===== config.mk =====
export PLATFORM = sky130hd
export DESIGN_NAME = pcie_link_path
export DESIGN_NICKNAME = d
export VERILOG_FILES = /design/src/design/pcie_link_pkg.sv /design/src/design/pcie_stream_fifo.sv /design/src/design/pcie_write_commit.sv /design/src/design/pcie_rxreq_arbiter.sv /design/src/design/pcie_tag_mode.sv /design/src/design/pcie_link_path.sv
export VERILOG_INCLUDE_DIRS = /design/src /design/src/design
export SDC_FILE = /design/constraint.sdc
export NUM_CORES = 1
export LEC_CHECK = 0
export ABC_AREA = 1
export BUFFER_PORTS_ARGS = -buffer_cell sky130_fd_sc_hd__buf_2
export CORE_AREA = 3 3 215 217
export DETAILED_ROUTE_END_ITERATION = 7
export DIE_AREA = 0 0 218 220
export GPL_TIMING_DRIVEN = 1
export PLACE_DENSITY_LB_ADDON = 0.15
export SLEW_MARGIN = 10
export SYNTH_ARGS = -nofsm -noshare
export SYNTH_HDL_FRONTEND = slang
export SYNTH_SLANG_ARGS = --single-unit
export TNS_END_PERCENT = 10

===== constraint.sdc =====
create_clock -name fim_clk -period 5.95 [get_ports fim_clk]
set_clock_uncertainty 0.05 [all_clocks]
set_input_delay 0.8925 -clock fim_clk [delete_from_list [all_inputs] [get_ports fim_clk]]
set_output_delay 0.8925 -clock fim_clk [all_outputs]
set_load 0.005 [all_outputs]

===== src/design/pcie_link_cfg.svh =====
`ifndef PCIE_LINK_CFG_SVH
`define PCIE_LINK_CFG_SVH

// ------------------------------------------------------------------------
// Stream field widths
// ------------------------------------------------------------------------
`define PCIE_DATA_W      64   // Payload data per beat
`define PCIE_TAG_W       10   // Wide enough for 10-bit tag mode
`define PCIE_REQID_W     16   // Bus/device/function
`define PCIE_ADDR_W      32

// ------------------------------------------------------------------------
// Queue depths
// ------------------------------------------------------------------------
`define COMMIT_DEPTH     4    // Outstanding write commits
`define RXREQ_DEPTH      2    // RXREQ skid ahead of the arbiter

// ------------------------------------------------------------------------
// Control shadow
// ------------------------------------------------------------------------
`define SHADOW_W         40
`define SHADOW_TAG8_BIT  8    // Extended 8-bit tag enable
`define SHADOW_TAG10_BIT 9    // 10-bit tag requester enable

`endif


===== src/design/pcie_link_pkg.sv =====
`include "pcie_link_cfg.svh"

package pcie_link_pkg;

   // ---------------------------------------------------------------------
   // Packet header
   // ---------------------------------------------------------------------
   typedef enum logic [1:0]
   {
      MEM_RD = 2'd0,
      MEM_WR = 2'd1,
      CPL    = 2'd2,   // Completion without data
      CPL_D  = 2'd3
   } t_pcie_op;

   typedef struct packed
   {
      t_pcie_op                 op;
      logic [`PCIE_TAG_W-1:0]   tag;
      logic [`PCIE_REQID_W-1:0] req_id;
      logic [`PCIE_ADDR_W-1:0]  addr;
   } t_pcie_hdr;

   // One beat per packet, so no tlast
   typedef struct packed
   {
      t_pcie_hdr               hdr;
      logic [`PCIE_DATA_W-1:0] data;
   } t_axis_beat;

   // Enough of a write to build its completion
   typedef struct packed
   {
      logic [`PCIE_TAG_W-1:0]   tag;
      logic [`PCIE_REQID_W-1:0] req_id;
   } t_commit_info;

   // Exactly one flag set
   typedef struct packed
   {
      logic tag_5bit;
      logic tag_8bit;
      logic tag_10bit;
   } t_tag_mode;

endpackage : pcie_link_pkg


===== src/design/pcie_stream_fifo.sv =====
`timescale 1ns/1ps

module pcie_stream_fifo #(
   parameter type T_PAYLOAD = logic [7:0],
   parameter int  DEPTH     = 4
)(
   input  logic     fim_clk,
   input  logic     arst_n,
   input  T_PAYLOAD in,
   input  logic     in_valid,
   output logic     in_ready,
   output T_PAYLOAD out,
   output logic     out_valid,
   input  logic     out_ready
);

   localparam int PTR_W = (DEPTH > 1) ? $clog2(DEPTH) : 1;
   localparam int CNT_W = $clog2(DEPTH + 1);

   T_PAYLOAD         mem [DEPTH];
   logic [PTR_W-1:0] wr_ptr;
   logic [PTR_W-1:0] rd_ptr;
   logic [CNT_W-1:0] count;
   logic             push;
   logic             pop;

   function automatic logic [PTR_W-1:0] next_ptr(input logic [PTR_W-1:0] ptr);
      if (ptr == PTR_W'(DEPTH - 1))
         return '0;
      return ptr + 1'b1;
   endfunction

   assign in_ready  = (count != CNT_W'(DEPTH));
   assign out_valid = (count != '0);
   assign out       = mem[rd_ptr];
   assign push      = in_valid && in_ready;
   assign pop       = out_valid && out_ready;

   always_ff @(posedge fim_clk)
   begin
      if (push)
         mem[wr_ptr] <= in;
   end

   always_ff @(posedge fim_clk or negedge arst_n)
   begin
      if (!arst_n)
      begin
         wr_ptr <= '0;
         rd_ptr <= '0;
         count  <= '0;
      end
      else
      begin
         if (push) wr_ptr <= next_ptr(wr_ptr);
         if (pop)  rd_ptr <= next_ptr(rd_ptr);
         count <= count + CNT_W'(push) - CNT_W'(pop);   // Both at once leaves it unchanged
      end
   end

   a_count_bound : assert property (@(posedge fim_clk) disable iff (!arst_n)
      count <= CNT_W'(DEPTH));

   // A push offered while full and not draining must not move the write side
   a_full_no_push : assert property (@(posedge fim_clk) disable iff (!arst_n)
      (!in_ready && in_valid && !out_ready) |=> (!in_ready && $stable(wr_ptr)));

endmodule : pcie_stream_fifo


===== src/design/pcie_write_commit.sv =====
`timescale 1ns/1ps
`include "pcie_link_cfg.svh"

module pcie_write_commit (
   input  logic                        fim_clk,
   input  logic                        arst_n,

   // Accelerator TX
   input  pcie_link_pkg::t_axis_beat   afu_tx,
   input  logic                        afu_tx_valid,
   output logic                        afu_tx_ready,

   // Toward the subsystem
   output pcie_link_pkg::t_axis_beat   ss_tx,
   output logic                        ss_tx_valid,
   input  logic                        ss_tx_ready,

   // Commit records toward the arbiter
   output pcie_link_pkg::t_commit_info commit,
   output logic                        commit_valid,
   input  logic                        commit_ready
);

   pcie_link_pkg::t_commit_info commit_rec;
   logic                        slot_free;   // Commit queue has room
   logic                        is_wr;
   logic                        rec_push;

   // ---------------------------------------------------------------------
   // TX pass-through
   // ---------------------------------------------------------------------
   // Every beat waits for a free slot, so a write never reaches the
   // subsystem without a place for its record
   assign is_wr        = (afu_tx.hdr.op == pcie_link_pkg::MEM_WR);
   assign ss_tx        = afu_tx;
   assign ss_tx_valid  = afu_tx_valid && slot_free;
   assign afu_tx_ready = ss_tx_ready && slot_free;

   // ---------------------------------------------------------------------
   // Commit queue
   // ---------------------------------------------------------------------
   assign rec_push          = afu_tx_valid && afu_tx_ready && is_wr;
   assign commit_rec.tag    = afu_tx.hdr.tag;
   assign commit_rec.req_id = afu_tx.hdr.req_id;

   pcie_stream_fifo #(
      .T_PAYLOAD ( pcie_link_pkg::t_commit_info ),
      .DEPTH     ( `COMMIT_DEPTH )
   ) commit_fifo (
      .fim_clk   ( fim_clk      ),
      .arst_n    ( arst_n       ),
      .in        ( commit_rec   ),
      .in_valid  ( rec_push     ),
      .in_ready  ( slot_free    ),
      .out       ( commit       ),
      .out_valid ( commit_valid ),
      .out_ready ( commit_ready )
   );

   // A write is only offered while the queue holds fewer than its depth
   a_no_wr_when_full : assert property (@(posedge fim_clk) disable iff (!arst_n)
      (ss_tx_valid && is_wr) |-> (commit_fifo.count < `COMMIT_DEPTH));

   // Each write taken by the subsystem has its record visible next cycle
   a_wr_has_record : assert property (@(posedge fim_clk) disable iff (!arst_n)
      (ss_tx_valid && ss_tx_ready && is_wr) |=> commit_valid);

endmodule : pcie_write_commit


===== src/design/pcie_rxreq_arbiter.sv =====
`timescale 1ns/1ps
`include "pcie_link_cfg.svh"

module pcie_rxreq_arbiter (
   input  logic                        fim_clk,
   input  logic                        arst_n,

   input  pcie_link_pkg::t_axis_beat   ss_rxreq,
   input  logic                        ss_rxreq_valid,
   output logic                        ss_rxreq_ready,

   input  pcie_link_pkg::t_commit_info commit,
   input  logic                        commit_valid,
   output logic                        commit_ready,

   output pcie_link_pkg::t_axis_beat   afu_rxreq,
   output logic                        afu_rxreq_valid,
   input  logic                        afu_rxreq_ready
);

   pcie_link_pkg::t_axis_beat rxq_beat;
   pcie_link_pkg::t_axis_beat cpl_beat;
   logic                      rxq_valid;
   logic                      rxq_ready;
   logic                      load_en;
   logic                      grant_commit;
   logic                      last_commit;   // Commit channel won last time

   pcie_stream_fifo #(
      .T_PAYLOAD ( pcie_link_pkg::t_axis_beat ),
      .DEPTH     ( `RXREQ_DEPTH )
   ) rxreq_fifo (
      .fim_clk   ( fim_clk        ),
      .arst_n    ( arst_n         ),
      .in        ( ss_rxreq       ),
      .in_valid  ( ss_rxreq_valid ),
      .in_ready  ( ss_rxreq_ready ),
      .out       ( rxq_beat       ),
      .out_valid ( rxq_valid      ),
      .out_ready ( rxq_ready      )
   );

   // Completion without data for a committed write
   assign cpl_beat.hdr.op     = pcie_link_pkg::CPL;
   assign cpl_beat.hdr.tag    = commit.tag;
   assign cpl_beat.hdr.req_id = commit.req_id;
   assign cpl_beat.hdr.addr   = '0;
   assign cpl_beat.data       = '0;

   // ---------------------------------------------------------------------
   // Round-robin grant and output register
   // ---------------------------------------------------------------------
   assign load_en      = !afu_rxreq_valid || afu_rxreq_ready;   // Empty or draining
   assign grant_commit = commit_valid && (!rxq_valid || !last_commit);
   assign rxq_ready    = load_en && !grant_commit;
   assign commit_ready = load_en && grant_commit;

   always_ff @(posedge fim_clk)
   begin
      if (load_en)
         afu_rxreq <= grant_commit ? cpl_beat : rxq_beat;
   end

   always_ff @(posedge fim_clk or negedge arst_n)
   begin
      if (!arst_n)
      begin
         afu_rxreq_valid <= 1'b0;
         last_commit     <= 1'b0;
      end
      else if (load_en)
      begin
         afu_rxreq_valid <= rxq_valid || commit_valid;
         if (rxq_valid || commit_valid)
            last_commit <= grant_commit;
      end
   end

   a_out_stable : assert property (@(posedge fim_clk) disable iff (!arst_n)
      (afu_rxreq_valid && !afu_rxreq_ready) |=> (afu_rxreq_valid && $stable(afu_rxreq)));

endmodule : pcie_rxreq_arbiter


===== src/design/pcie_tag_mode.sv =====
`timescale 1ns/1ps
`include "pcie_link_cfg.svh"

module pcie_tag_mode (
   input  logic                     fim_clk,
   input  logic                     arst_n,
   input  logic                     ctrlshadow_valid,
   input  logic [`SHADOW_W-1:0]     ctrlshadow_data,
   output pcie_link_pkg::t_tag_mode tag_mode
);

   pcie_link_pkg::t_tag_mode mode_dec;

   // 10-bit enable wins over extended 8-bit
   always_comb
   begin
      mode_dec = '0;
      if (ctrlshadow_data[`SHADOW_TAG10_BIT])
         mode_dec.tag_10bit = 1'b1;
      else if (ctrlshadow_data[`SHADOW_TAG8_BIT])
         mode_dec.tag_8bit = 1'b1;
      else
         mode_dec.tag_5bit = 1'b1;
   end

   always_ff @(posedge fim_clk or negedge arst_n)
   begin
      if (!arst_n)
      begin
         tag_mode           <= '0;
         tag_mode.tag_5bit  <= 1'b1;   // Legacy mode until the host says otherwise
      end
      else if (ctrlshadow_valid)
      begin
         tag_mode <= mode_dec;
      end
   end

   a_mode_onehot : assert property (@(posedge fim_clk) disable iff (!arst_n)
      $onehot(tag_mode));

endmodule : pcie_tag_mode


===== src/design/pcie_link_path.sv =====
`timescale 1ns/1ps
`include "pcie_link_cfg.svh"

module pcie_link_path (
   input  logic                      fim_clk,
   input  logic                      arst_n,

   input  pcie_link_pkg::t_axis_beat afu_tx,
   input  logic                      afu_tx_valid,
   output logic                      afu_tx_ready,

   output pcie_link_pkg::t_axis_beat ss_tx,
   output logic                      ss_tx_valid,
   input  logic                      ss_tx_ready,

   input  pcie_link_pkg::t_axis_beat ss_rxreq,
   input  logic                      ss_rxreq_valid,
   output logic                      ss_rxreq_ready,

   output pcie_link_pkg::t_axis_beat afu_rxreq,
   output logic                      afu_rxreq_valid,
   input  logic                      afu_rxreq_ready,

   input  logic                      ctrlshadow_valid,
   input  logic [`SHADOW_W-1:0]      ctrlshadow_data,
   output pcie_link_pkg::t_tag_mode  tag_mode
);

   // Commit stream between the two stages
   pcie_link_pkg::t_commit_info commit;
   logic                        commit_valid;
   logic                        commit_ready;

   pcie_write_commit local_commit (
      .fim_clk, .arst_n,
      .afu_tx, .afu_tx_valid, .afu_tx_ready,
      .ss_tx, .ss_tx_valid, .ss_tx_ready,
      .commit, .commit_valid, .commit_ready
   );

   pcie_rxreq_arbiter rxreq_mux (
      .fim_clk, .arst_n,
      .ss_rxreq, .ss_rxreq_valid, .ss_rxreq_ready,
      .commit, .commit_valid, .commit_ready,
      .afu_rxreq, .afu_rxreq_valid, .afu_rxreq_ready
   );

   pcie_tag_mode tag_mode_dec (
      .fim_clk          ( fim_clk          ),
      .arst_n           ( arst_n           ),
      .ctrlshadow_valid ( ctrlshadow_valid ),
      .ctrlshadow_data  ( ctrlshadow_data  ),
      .tag_mode         ( tag_mode         )
   );

endmodule : pcie_link_path


# Word-level counts from Yosys, hierarchy flattened
# Memory sizes are Yosys's and may differ from the RTL's.
# Index checks and enable logic that the tools add are counted.
# classes
add_sub_neg,8
mul,0
div,0
n_lt_le_gt_ge,0
eq_ne,5
n_shift,0
muxes,25
bitwise,0
n_reduce_logical,21
# ops
cell,count
122-bit two-way mux,1
1-bit two-way mux,19
1-bit logical AND,11
2-bit two-way mux,5
2-bit by 1-bit adder with 2-bit output (second input constant),2
2-bit equality test (second input constant),2
1-bit logical NOT,4
3-bit by 1-bit adder with 3-bit output,1
1-bit logical OR,3
3-bit inequality test (second input constant),1
3-bit nonzero test,1
3-bit by 1-bit subtractor with 3-bit output,1
1-bit adder (second input constant),2
2-bit by 1-bit adder with 2-bit output,1
2-bit by 1-bit equality test with 1-bit output (second input constant),1
2-bit inequality test (second input constant),1
2-bit AND reduction,1
2-bit nonzero test,1
2-bit by 1-bit subtractor with 2-bit output,1
# word_totals
regBits,140
latch_bits,0
mem_bits_rw,352
romBits,0
in_bits,295
output_inout_bits,255
wordCells,77
memories,2
# mem_list
name,words,word_bits,read_ports,rd_ports_with_merged_regs,wr,line_no,rtl
rxreq_mux.rxreq_fifo.mem,2,124,1,0,1,pcie_stream_fifo.sv:20,T_PAYLOAD mem [DEPTH];
local_commit.commit_fifo.mem,4,26,1,0,1,pcie_stream_fifo.sv:20,

# Longest topological paths before layout
# Gate-level depths: netlist (run 1).
# depth
word_depth,9
depth_mapped,11
depth_no_buf,11

# Modules after synthesis
# From an unflattened synthesis (run 1), not the netlist that was laid out.
# unflattened
cells_unflattened,1615
area_unflattened_um2,19995.4
# modules_own_cells
mod,n_inst,cells_per_inst,area_each_um2,seq_area_each_um2
pcie_stream_fifo at rxreq_mux.rxreq_fifo,1,679,9256.4,7547.2
pcie_rxreq_arbiter,1,431,4959.8,3773.6
pcie_stream_fifo at local_commit.commit_fifo,1,359,4693.3,3298.2
pcie_write_commit,1,132,962.2,0.0
pcie_tag_mode,1,14,123.9,76.3

# Worst setup path before layout (run 1)
# OpenSTA, ideal clock, no wires.
# synth_timing
path_type,input to register
start,input port ss_rxreq_valid
end,"memory rxreq_mux.rxreq_fifo.mem[1][0] (netlist name), enable pin"
setup_time_ns,0.610
arrival_ns,6.158
t_required_ns,5.290
slack_ns,-0.868
stages,2
path_buffers,0
path_cell_list,nand2_1 -> nor2_1
# synth_between
elab_chain_len,3
# synth_rtl
element,line_no,rtl
from (decl),pcie_link_path.sv:17,"input logic ss_rxreq_valid,"
1-bit logical AND,pcie_stream_fifo.sv:36,assign push = in_valid && in_ready;
1-bit two-way mux,pcie_stream_fifo.sv:41,if (push)
1-bit two-way mux (not written as such),pcie_stream_fifo.sv:42,mem[wr_ptr] <= in;
to (decl),pcie_stream_fifo.sv:20,
# Every way passes these cells.

# Worst setup path in the final report (run 1)
# layout_timing
start,register rxreq_mux.rxreq_fifo.count[0]
end,"register, netlist name rxreq_mux.afu_rxreq[122]"
# layout_between
elab_chain_len,4
# layout_rtl
element,line_no,rtl
from (decl),pcie_stream_fifo.sv:23,logic [CNT_W-1:0] count;
from (signal assigned),pcie_stream_fifo.sv:57,count <= count + CNT_W'(push) - CNT_W'(pop);
2-bit nonzero test,pcie_stream_fifo.sv:34,assign out_valid = (count != '0);
1-bit logical NOT,pcie_rxreq_arbiter.sv:54,assign grant_commit = commit_valid && (!rxq_valid || !last_commit);
1-bit logical OR,pcie_rxreq_arbiter.sv:54,
1-bit logical AND,pcie_rxreq_arbiter.sv:54,
# Every way passes these cells.
# A chain may end at the register's enable or synchronous reset.

==> results.md, run 1 <==
- Post-synth top area share: 72.7%
- Die footprint: 48000 um^2
- Unique masters post-synth: 28
- Synth area leader: edfxtp_1
- IO buf count: 319
- Area added between synthesis and finish: 14.8%
- Cell Area, Synth: slightly below 20000 um^2
- Unrepaired setup endpoints after global routing: false
- Fmax: ~0.33 GHz
- H-tree depth: 2
- Postcts setup bufs: 0
- Clock power share: 27.2%
- Initial drt markers: 691
- Worst vdd ir: 491 uV
- Clock root buffer: clkbuf_16
- CTS resizes: 0
- Hold crit path type: primary input to asynchronous set/reset pin
- Die Width: approximately 220 um
- Dominant cells by area after synthesis: edfxtp_1, nand2_1, buf_4
- Clock Pin Slew Worst Setup and Hold Paths: 0.06 ns
- Routed WL: 50700 um
- Largest net degree at the start of global routing: around 130
- DRT Pass-1 Iters: 5
- Placer Congestion: 0.799
- Max clock buf depth: 3
- Final worst-path cycle share: 50.2%
- ANT nets after route: 0
- Post-CTS Hold Buffers: 0
- Placed insts: 2245
- Mean Syn Cell Area: 13.1 um^2
- Die Y-Extent: between 200 and 250 um
- Sw Share: 32.7%
- Final hold violations: 0
- # DRC: 0
- Sequential-to-total area share from yosys stat: 74.7%
- Max-cap violation count: 0
- WP data required: just over 6 ns
- Global Route Usage Sum: just over 20%
- Slew HR: 23.1%
- Filler cells: between 3k and 4k
- Proportion of layout cells with a drive suffix above 1: 28.0%
- Clock Latency Late Sink: 0.58 ns
- Power Density: 506 nW/um^2
- Routed wire length per instance: 21.6 um
- Reg2reg path depth: 6
- Yosys warning count: 0
- Syn_nets: 1808
- Multi-input gate area in the final layout: 3270 um^2
- Outcome: finished clean
- Initial antenna violation count: 16
- Worst slew pin tran: 1.15 ns
- Dpl hpwl: 32700 um
- P_sw: 3740 uW
- Crit path kind: register to register
- R2r setup slk: 2.96 ns
- Comb power frac: approximately 27%
- Int Power: 7690 uW
- Arrival @ worst endpoint: between 3 and 4 ns
- CTS tree: built
- Total CTS buffers: 52
- Slew Limit Fails: 0
- Pleak: 0.00925 uW
- R2R Path End: rxreq_mux.afu_rxreq[122]$_SDFFCE_PN0N_
- Starting density of the core: 44.4%
- Non-Filler Instances: 2349
- Finish-stage setup viols: 0
- CP Max Fanout: 96
- Via-to-Cell Ratio: 4.87
- Sequential Power Share: 45.8%
- Global-route wire length before repair: roughly 72000 um
- Gr ovfl total: 0
- Post-layout util: 51.0%
- Vias in the first global route: 11.1k
- Origin of the critical flop-to-flop path: rxreq_mux.rxreq_fifo.count[0]$_DFF_PN0_
- Startpoint Class: register
- Post-Synthesis Cells: roughly 1.5k
- Num rows: 77
- CP endpoint kind: register
- Core area: 44300 um^2
- Synthesis-stage register bit count: 492
- # IOs: 550
- Reg area: 14700 um^2
- # clock sinks: 492
- Period minus WS final: 2.99 ns
- Nets: 2012
- Via count: 11.4k
## state kept, by name, summed over array words and instances, names as in the netlist
name                             flops
local_commit.commit_fifo.count       3
local_commit.commit_fifo.mem       104
local_commit.commit_fifo.rd_ptr      2
local_commit.commit_fifo.wr_ptr      2
rxreq_mux.afu_rxreq                124
rxreq_mux.afu_rxreq_valid            1
rxreq_mux.last_commit                1
rxreq_mux.rxreq_fifo.count           2
rxreq_mux.rxreq_fifo.mem           248
rxreq_mux.rxreq_fifo.rd_ptr          1
rxreq_mux.rxreq_fifo.wr_ptr          1
tag_mode_dec.tag_mode                3
## metrics by stage
step           total power, uW  TNS, ns  setup slack [ns]  cell area, um^2  hold WS (ns)
2_1_floorplan             7340  -105.51            -0.851            19700         0.389
3_3_place_gp              8420        0              2.96            20900         0.403
3_5_place_dp              8480        0              2.92            20900         0.433
4_1_cts                  11600        0              3.00            22600         0.155
5_1_grt                  12100        0              2.79            22600         0.179
6_report                 11400        0              2.96            22600         0.172
## worst max-delay path by stage
stage                                                        endpoint  depth (start not counted)  slack (ns)                                     from
after floorplan              rxreq_mux.rxreq_fifo.mem[0][0]$_DFFE_PP_                          2       -0.85                           ss_rxreq_valid
after global placement    local_commit.commit_fifo.count[1]$_DFF_PN0_                         11        2.96                          afu_rxreq_ready
after detailed placement  local_commit.commit_fifo.count[2]$_DFF_PN0_                         11        2.92                          afu_rxreq_ready
after CTS                      rxreq_mux.afu_rxreq[122]$_SDFFCE_PN0N_                          6        3.00  rxreq_mux.rxreq_fifo.count[0]$_DFF_PN0_
after global routing           rxreq_mux.afu_rxreq[122]$_SDFFCE_PN0N_                          6        2.79  rxreq_mux.rxreq_fifo.count[0]$_DFF_PN0_
final                          rxreq_mux.afu_rxreq[122]$_SDFFCE_PN0N_                          6        2.96  rxreq_mux.rxreq_fifo.count[0]$_DFF_PN0_
## worst max-delay path: stages (launching register included)
cell and delay (ns):
dfrtp_1 0.41, o21ai_1 0.28, nand2_2 0.06, buf_4 0.27, inv_6 0.77, buf_4 0.60
a21oi_2 0.07
## cells in the mapped netlist
master and count:
nand2_1 503, edfxtp_1 476, buf_4 128, inv_1 125, a21oi_2 70, nand3_1 57, a21oi_1 29, clkbuf_1 23
buf_2 22, dfrtp_1 15, nor2_1 12, ha_1 9, buf_6 8, nand4_1 4, inv_2 3, xnor2_1 3
buf_1 2, nand2_2 2, o21ai_0 2, or2_2 2, a21boi_0 1, clkinv_1 1, dfstp_2 1, fa_1 1
nor2_4 1, o21a_1 1, o21ai_1 1, xor2_1 1
## cell type report
class                   count  share of cell area (%)
diodes                      9                  0.0997
repair buffers            333                    7.65
inverters                 129                    2.18
well taps                 592                    3.28
clock inverters            32                    1.27
multi-input cells         699                    14.5
clock buffers              63                    5.95
flip-flops and latches    492                    65.1
## cell usage in the layout (no fill, tap or decap), types with 2 or more instances in the layout
master,n
a21oi_2,70
nor2_1,6
or2_2,2
dfrtp_1,13
nor2_2,4
xnor2_1,3
clkbuf_1,11
a21oi_1,29
nand2_1,502
clkbuf_16,52
o21ai_0,2
ha_1,9
diode_2,9
buf_4,12
nand4_1,4
nor2_4,3
clkinv_2,8
nand2_2,2
buf_2,319
inv_6,3
buf_12,2
inv_1,125
edfxtp_1,476
nand3_1,57
bufinv_16,5
clkinv_1,16
## layer usage
metal	up-vias	track usage (%)	share of wire, %
li1	5342	-	-
met1	5518	22.2	35
met2	457	34.8	50
met3	97	10.5	12
met4	14	6.28	2.6
met5	-	0	0.17
## power by group through the flow
| stage | Sequential, uW | Combinational [uW] | Clock [uW] |
|---|---|---|---|
| finish | 5240 | 3090 | 3110 |
| global route | 5310 | 3480 | 3330 |
| CTS | 5240 | 3180 | 3180 |
| detailed placement | 5300 | 3170 | 0 |
| global placement | 5290 | 3130 | 0 |
| floorplan | 5320 | 2020 | 0 |
## cells by family after synthesis
group	Yosys count	synth area share, %
AOI/OAI and AO/OA	104	4.01
xor gates and xnor gates	4	0.178
adders and majority gates	10	0.674
buffers and inverters	312	8.84
DFF	492	74.7
and+or+nand+nor	581	11.6
No activity file was read; power rests on OpenSTA's default activity.
==> run 2: changes to the inputs <==
--- a/config.mk
+++ b/config.mk
@@ -6,11 +6,11 @@
 export SDC_FILE = /design/constraint.sdc
 export NUM_CORES = 1
 export LEC_CHECK = 0
-export ABC_AREA = 1
+export ABC_AREA = 0
 export BUFFER_PORTS_ARGS = -buffer_cell sky130_fd_sc_hd__buf_2
-export CORE_AREA = 3 3 215 217
+export CORE_AREA = 3 3 212 214
 export DETAILED_ROUTE_END_ITERATION = 7
-export DIE_AREA = 0 0 218 220
+export DIE_AREA = 0 0 215 217
 export GPL_TIMING_DRIVEN = 1
 export PLACE_DENSITY_LB_ADDON = 0.15
 export SLEW_MARGIN = 10
==> constraint.sdc (replaced) <==
create_clock -name fim_clk -period 2.8 [get_ports fim_clk]
set_clock_uncertainty 0.05 [all_clocks]
set_input_delay 0.42 -clock fim_clk [delete_from_list [all_inputs] [get_ports fim_clk]]
set_output_delay 0.42 -clock fim_clk [all_outputs]
set_load 0.005 [all_outputs]
==> run 2 against run 1 <==
Net effect: largest power group unchanged; utilization up 3.4 points; sequential share of layout area is 2.3 points lower; largest cell class unchanged; design area increased by 3.6%.
==> results.md, run 2 <==
- Outcome: finished clean (unchanged)
- Dpl hpwl: 24200 um (was 32700 um)
- CTS tree: built (unchanged)
- Post-CTS Hold Buffers: 131 (was 0)
- Setup WS post-layout: 0.424 ns (was 2.96 ns)
- IO buf count: 319 (unchanged)
- Post-Synthesis Cells: 1016 (was 1503)
- Hold crit path type: primary input to register (was primary input to asynchronous set/reset pin)
- Final worst-path cycle share: 84.8% (was 50.2%)
- Area added between synthesis and finish: 24.6% (was 14.8%)
- Max-cap violation count: 0 (unchanged)
- Dominant cells by area after synthesis: edfxtp_1, mux2i_1, buf_4 (was edfxtp_1, nand2_1, buf_4)
- # IOs: 550 (unchanged)
- DR WL met3: 2350 um (was 6050 um)
- Clock root buffer: clkbuf_16 (unchanged)
- Clock Pin Slew Worst Setup and Hold Paths: 0.06 ns (about the same)
- Placer Congestion: 0.734 (was 0.799)
- Routed WL: 39600 um (was 50700 um)
- Slew Limit Fails: 0 (unchanged)
- Clock power share: 27.9% (was 27.2%)
- Fmax: 0.421 GHz (was 0.335 GHz)
- Commonest cells after routing, fill and taps aside: edfxtp_1, buf_2, dlygate4sd3_1 (was nand2_1, edfxtp_1, buf_2)
- Int Power: 17100 uW (was 7690 uW)
- Die footprint: 46700 um^2 (was 48000 um^2)
- Via count: 9748 (was 11.4k)
- Mean Syn Cell Area: 18.5 um^2 (was 13.1 um^2)
- Via-to-Cell Ratio: 4.85 (was 4.87)
- Startpoint Class: register (unchanged)
- Die Y-Extent: 217 um (was 220 um)
- CP Max Fanout: 5 (was 96)
- Synthesis-stage register bit count: 492 (unchanged)
- Die Width: 215 um (was 218 um)
- Post-synth top area share: 76.1% (was 72.7%)
- Clock Latency Late Sink: 0.56 ns (was 0.58 ns)
- Unique masters post-synth: 36 (was 28)
- Gr ovfl total: 0 (unchanged)
- Post-synth EDFFs: 476 (unchanged)
- Postcts setup bufs: 0 (unchanged)
- Synth top cells by count: edfxtp_1, buf_4, mux2i_1 (was nand2_1, edfxtp_1, buf_4)
- Final hold violations: 0 (unchanged)
- Nets: 1690 (was 2012)
- WP data required: 3.23 ns (was 6.21 ns)
- ANT nets after route: 0 (unchanged)
- Syn_nets: 1321 (was 1808)
- Cell Area, Synth: 18800 um^2 (was 19700 um^2)
- Arrival @ worst endpoint: 2.81 ns (was 3.25 ns)
- Non-Filler Instances: 2010 (was 2349)
- Synth area leader: edfxtp_1 (unchanged)
- Initial antenna violation count: 2 (was 16)
- Vias in the first global route: 10.2k (was 11.1k)
- Metal1 wirelength: 16400 um (was 17800 um)
- Initial drt markers: 465 (was 691)
- Worst slew pin tran: 0.831 ns (was 1.15 ns)
- # clock sinks: 492 (unchanged)
- Global-route wire length before repair: 60700 um (was 72300 um)
- Max FFs per register: 248 (unchanged)
- Post-Place Setup Slack: 0.395 ns (was 2.92 ns)
- Slew HR: 44.6% (was 23.1%)
- Most numerous cell in the Yosys netlist: edfxtp_1 (was nand2_1)
- P_sw: 6780 uW (was 3740 uW)
- Num rows: 76 (was 77)
- Power Density: 1020 nW/um^2 (was 506 nW/um^2)
- Comb power frac: 25.9% (was 27.0%)
- Sw Share: 28.4% (was 32.7%)
- Post-route setup TNS: 0 ns (unchanged)
- Largest regs: rxreq_mux.rxreq_fifo.mem (248), rxreq_mux.afu_rxreq (124), local_commit.commit_fifo.mem (104) (unchanged)
- Total CTS buffers: 50 (was 52)
- Routed wire length per instance: 19.7 um (was 21.6 um)
- Max clock buf depth: 3 (unchanged)
- # DRC: 0 (unchanged)
- CTS resizes: 0 (unchanged)
- Placed insts: 1787 (was 2245)
- Sequential Power Share: 46.2% (was 45.8%)
- Async SR Flop Fraction: 3.25% (unchanged)
- Proportion of layout cells with a drive suffix above 1: 32.7% (was 28.0%)
- Pleak: 0.00895 uW (was 0.00925 uW)
- Unrepaired setup endpoints after global routing: false (unchanged)
- Filler cells: 3434 (was 3847)
- Sequential-to-total area share from yosys stat: 78.3% (was 74.7%)
- Worst vdd ir: 548 uV (was 491 uV)
- Global Route Usage Sum: 16.9% (was 20.4%)
- Starting density of the core: 43.6% (was 44.4%)
- CP endpoint kind: register (unchanged)
- Largest net degree at the start of global routing: 128 (was 125)
- Dominant synthesized flop cell: edfxtp_1 (unchanged)
- H-tree depth: 2 (unchanged)
- DR top layer: met5 (unchanged)
- Finish-stage setup viols: 0 (unchanged)
- DRT Pass-1 Iters: 4 (was 5)
- Core area: 43100 um^2 (was 44300 um^2)
- Period minus WS final: 2.38 ns (was 2.99 ns)
- Commonest non-fill, non-tap cell in the layout: edfxtp_1 (was nand2_1)
- Met2 wire len: 19900 um (was 25400 um)
- Biggest register: rxreq_mux.rxreq_fifo.mem (unchanged)
- Yosys warning count: 0 (unchanged)
- Crit path kind: register to register (unchanged)
-- run 2: stage by stage --
step / cell area [um^2] / hold slack, ns / total power [uW] / util [%]
3_5_place_dp: 20400 / 0.313 / 17400 / 47.4
6_report: 23400 / 0.0485 / 23900 / 54.3
3_3_place_gp: 20400 / 0.311 / 17300 / 47.4
4_1_cts: 23400 / 0.00429 / 24300 / 54.3
2_1_floorplan: 18800 / 0.0744 / 14800 / -
5_1_grt: 23400 / 0.0174 / 25200 / 54.3
-- run 2: logic make-up (layout without fill, tap and decap cells) --
logic type                 Yosys count  count (layout)  synth area share (%)
DFF                                492             492                  78.3
buffers and inverters              172             580                  6.29
muxes                              155             155                  10.0
and+or+nand+nor                    145             145                  3.30
AOI/OAI and AO/OA                   36              36                  1.09
adders and majority gates           10              10                 0.707
xor gates and xnor gates             6               6                 0.280
other                                0               1                     0
-- run 2: layer usage --
layer | GRT usage (%) | vias to the layer above
met5 | 0 | -
met4 | 5.60 | 2
met3 | 4.15 | 64
met2 | 28.8 | 322
met1 | 21.5 | 4911
li1 | - | 4449
-- run 2: worst paths after layout --
kind | start | to | slack [ns] | depth (start not counted)
max | local_commit.commit_fifo.count[1]$_DFF_PN0_ | local_commit.commit_fifo.count[2]$_DFF_PN0_ | 0.42 | 9
min | afu_tx[96] | local_commit.commit_fifo.mem[1][0]$_DFFE_PP_ | 0.05 | 1
max reg2reg | local_commit.commit_fifo.count[1]$_DFF_PN0_ | local_commit.commit_fifo.count[2]$_DFF_PN0_ | 0.42 | 9
min reg2reg | tag_mode_dec.tag_mode[0]$_DFFE_PN0P_ | tag_mode_dec.tag_mode[0]$_DFFE_PN0P_ | 0.45 | 1
max in group asynchronous | arst_n | rxreq_mux.rxreq_fifo.rd_ptr$_DFFE_PN0P_ | 2.12 | 2
min in group asynchronous | arst_n | local_commit.commit_fifo.wr_ptr[0]$_DFFE_PN0P_ | 0.27 | 2
-- run 2: power by group through the flow --
stage,registers (uW),logic [uW],clock network (uW)
3_5_place_dp,11200,6220,0
4_1_cts,11000,6390,6870
3_3_place_gp,11100,6150,0
2_1_floorplan,11100,3700,0
5_1_grt,11200,6850,7180
6_report,11000,6180,6650
-- run 2: layout make-up --
| class | instances | area [um^2] | share of cell area [%] |
|---|---|---|---|
| clock buffer | 63 | 1360 | 5.83 |
| antenna | 1 | 2.50 | 0.0107 |
| timing repair buffer | 479 | 3330 | 14.2 |
| tap | 585 | 732 | 3.13 |
| clock inverter | 28 | 294 | 1.26 |
| multi-input combinational | 352 | 2940 | 12.6 |
| inverter | 10 | 37.5 | 0.160 |
| sequential | 492 | 14700 | 62.8 |
-- run 2: worst max-delay path, cell delays in order (launching register included) --
cell     delay [ns]
dfrtp_1        0.43
or3_1          0.40
and3_4         0.18
ha_1           0.27
inv_1          0.06
ha_1           0.14
inv_1          0.06
fa_1           0.40
xnor2_1        0.18
xnor2_1        0.14
==> run 3: changes to the inputs <==
==> constraint.sdc (replaced) <==
create_clock -name fim_clk -period 2.25 [get_ports fim_clk]
set_clock_uncertainty 0.05 [all_clocks]
set_input_delay 0.3375 -clock fim_clk [delete_from_list [all_inputs] [get_ports fim_clk]]
set_output_delay 0.3375 -clock fim_clk [all_outputs]
set_load 0.005 [all_outputs]
==> run 3 against run 2 <==
Net effect: combinational power rose by 28%; largest power group unchanged; register-to-register slack got worse by 0.35 ns; sequential cell count is the same; total power up 22%; cell count increased by 1.5%; design area rose by 0.95%; largest cell class unchanged; sequential share of layout area decreased by 0.59 points; global-route usage up 0.45 points; die area is the same; first-iteration DRC count increased by 20%; via count is 0.83% higher; non-clock buffer count is 35 higher.
==> results.md, run 3 (synthesis gave the netlist of run 2 again) <==
- Outcome: finished clean (unchanged)
- Arrival @ worst endpoint: 2.60 ns (was 2.81 ns)
- Routed WL: 40700 um (was 39600 um)
- ANT nets after route: 0 (unchanged)
- IO buf count: 319 (unchanged)
- Starting density of the core: 43.6% (unchanged)
- Area added between synthesis and finish: 25.8% (was 24.6%)
- Nets: 1725 (was 1690)
- Crit path kind: register to register (unchanged)
- Gr ovfl total: 0 (unchanged)
- Commonest cells after routing, fill and taps aside: edfxtp_1, buf_2, dlygate4sd3_1 (unchanged)
- Via count: 9829 (was 9748)
- Post-Place Setup Slack: 0.00882 ns (was 0.395 ns)
- Routed wire length per instance: 19.9 um (was 19.7 um)
- Startpoint Class: register (unchanged)
- Via-to-Cell Ratio: 4.82 (was 4.85)
- Clock Pin Slew Worst Setup and Hold Paths: 0.06 ns (about the same)
- Met3 Use GR: 5.05% (was 4.15%)
- Slew HR: 46.4% (was 44.6%)
- Setup WS post-layout: 0.0737 ns (was 0.424 ns)
- Hold crit path type: primary input to register (unchanged)
- Die footprint: 46700 um^2 (unchanged)
- CTS tree: built (unchanged)
- Num rows: 76 (unchanged)
- Post-layout util: 54.8% (was 54.3%)
- Filler cells: 3443 (was 3434)
- Initial drt markers: 560 (was 465)
- Initial antenna violation count: 2 (unchanged)
- Global Route Usage Sum: 17.4% (was 16.9%)
- Final worst-path cycle share: 96.7% (was 84.8%)
- CP endpoint kind: register (unchanged)
- Finish-stage setup viols: 0 (unchanged)
- Met2 GRT Util: 29.7% (was 28.8%)
- Global-route wire length before repair: 62100 um (was 60700 um)
- # IOs: 550 (unchanged)
- Largest net degree at the start of global routing: 128 (unchanged)
- CP Max Fanout: 2 (was 5)
- Worst vdd ir: 773 uV (was 548 uV)
- GR peak layer: met2 (unchanged)
- Biggest register: rxreq_mux.rxreq_fifo.mem (unchanged)
- Die Y-Extent: 217 um (unchanged)
- Vias in the first global route: 10.6k (was 10.2k)
- Slew Limit Fails: 0 (unchanged)
- Post-route setup TNS: 0 ns (unchanged)
- WP data required: 2.67 ns (was 3.23 ns)
- Clock root buffer: clkbuf_16 (unchanged)
- Pleak: 0.00902 uW (was 0.00895 uW)
- Proportion of layout cells with a drive suffix above 1: 32.5% (was 32.7%)
- Die Width: 215 um (unchanged)
- Max-cap violation count: 0 (unchanged)
- Max clock buf depth: 3 (unchanged)
- Max FFs per register: 248 (unchanged)
- Fmax: 0.460 GHz (was 0.421 GHz)
- DRT Pass-1 Iters: 5 (was 4)
- Core area: 43100 um^2 (unchanged)
- H-tree depth: 2 (unchanged)
- Clock Latency Late Sink: 0.58 ns (was 0.56 ns)
- Power Density: 1230 nW/um^2 (was 1020 nW/um^2)
- Unrepaired setup endpoints after global routing: false (unchanged)
- Commonest non-fill, non-tap cell in the layout: edfxtp_1 (unchanged)
- # clock sinks: 492 (unchanged)
- Worst slew pin tran: 0.804 ns (was 0.831 ns)
- Placer Congestion: 0.763 (was 0.734)
- Final hold violations: 0 (unchanged)
- Largest regs: rxreq_mux.rxreq_fifo.mem (248), rxreq_mux.afu_rxreq (124), local_commit.commit_fifo.mem (104) (unchanged)
- # DRC: 0 (unchanged)
- Period minus WS final: 2.18 ns (was 2.38 ns)
- GRT met1 Usage: 20.9% (was 21.5%)
- Dpl hpwl: 24700 um (was 24200 um)
- Total CTS buffers: 50 (unchanged)
-- run 3: routing by layer --
layer  share of wire (%)  wire (um)
met3                 7.1       2910
met2                  50      20400
met1                  39      15800
met4                 3.7       1520
met5               0.032         13
-- run 3: critical path: stages, from the launching register on --
cell,delay (ns)
dfrtp_1,0.38
or3_4,0.39
and3_4,0.17
ha_4,0.20
inv_1,0.05
ha_2,0.16
inv_2,0.04
fa_2,0.36
xnor2_2,0.15
xnor2_1,0.12
-- run 3: timing repair --
item                       4_1_cts  5_1_grt
hold buffers                   155        0
pin swaps                        1        7
hold endpoints to repair       372        0
gates cloned                     0        0
setup buffers                    0        1
gates resized for setup          1        8
setup endpoints to repair        1        1
-- run 3: cell type report --
class	instances	area (um^2)	share of cell area, %
flip-flops and latches	492	14700	62.3
repair buffers	514	3690	15.6
multi-input cells	352	2980	12.6
clock buffers	62	1300	5.49
well taps	585	732	3.10
clock inverters	24	178	0.752
inverters	10	37.5	0.159
diodes	1	2.50	0.0106
-- run 3: path summary, 6_finish.rpt --
path	from	cells after the start	end	slack [ns]
worst max register to register	local_commit.commit_fifo.count[2]$_DFF_PN0_	9	local_commit.commit_fifo.count[2]$_DFF_PN0_	0.07
worst min register to register	tag_mode_dec.tag_mode[0]$_DFFE_PN0P_	1	tag_mode_dec.tag_mode[0]$_DFFE_PN0P_	0.45
worst max-delay path	local_commit.commit_fifo.count[2]$_DFF_PN0_	9	local_commit.commit_fifo.count[2]$_DFF_PN0_	0.07
max in group asynchronous	arst_n	2	rxreq_mux.rxreq_fifo.rd_ptr$_DFFE_PN0P_	1.67
worst min-delay path	ctrlshadow_data[8]	3	tag_mode_dec.tag_mode[2]$_DFFE_PN1P_	0.07
min in group asynchronous	arst_n	2	tag_mode_dec.tag_mode[0]$_DFFE_PN0P_	0.17
-- run 3: power by group --
group          leakage, uW  switching (uW)  total, uW  internal, uW
clock             0.000721            3290       7580          4290
combinational      0.00362            4410       7890          3480
sequential         0.00468             727      13600         12900
total              0.00902            8430      29100         20700
-- run 3: through the flow --
step / hold WS (ns) / instances / power, uW / instance area, um^2
after floorplan: -0.00809 / 1016 / 18400 / 18800
after global placement: 0.239 / 1797 / 21500 / 20500
after detailed placement: 0.242 / 1797 / 21600 / 20500
after CTS: 0.0386 / 2038 / 29600 / 23600
after global routing: 0.0594 / 2040 / 30800 / 23600
final: 0.0743 / 2040 / 29100 / 23600
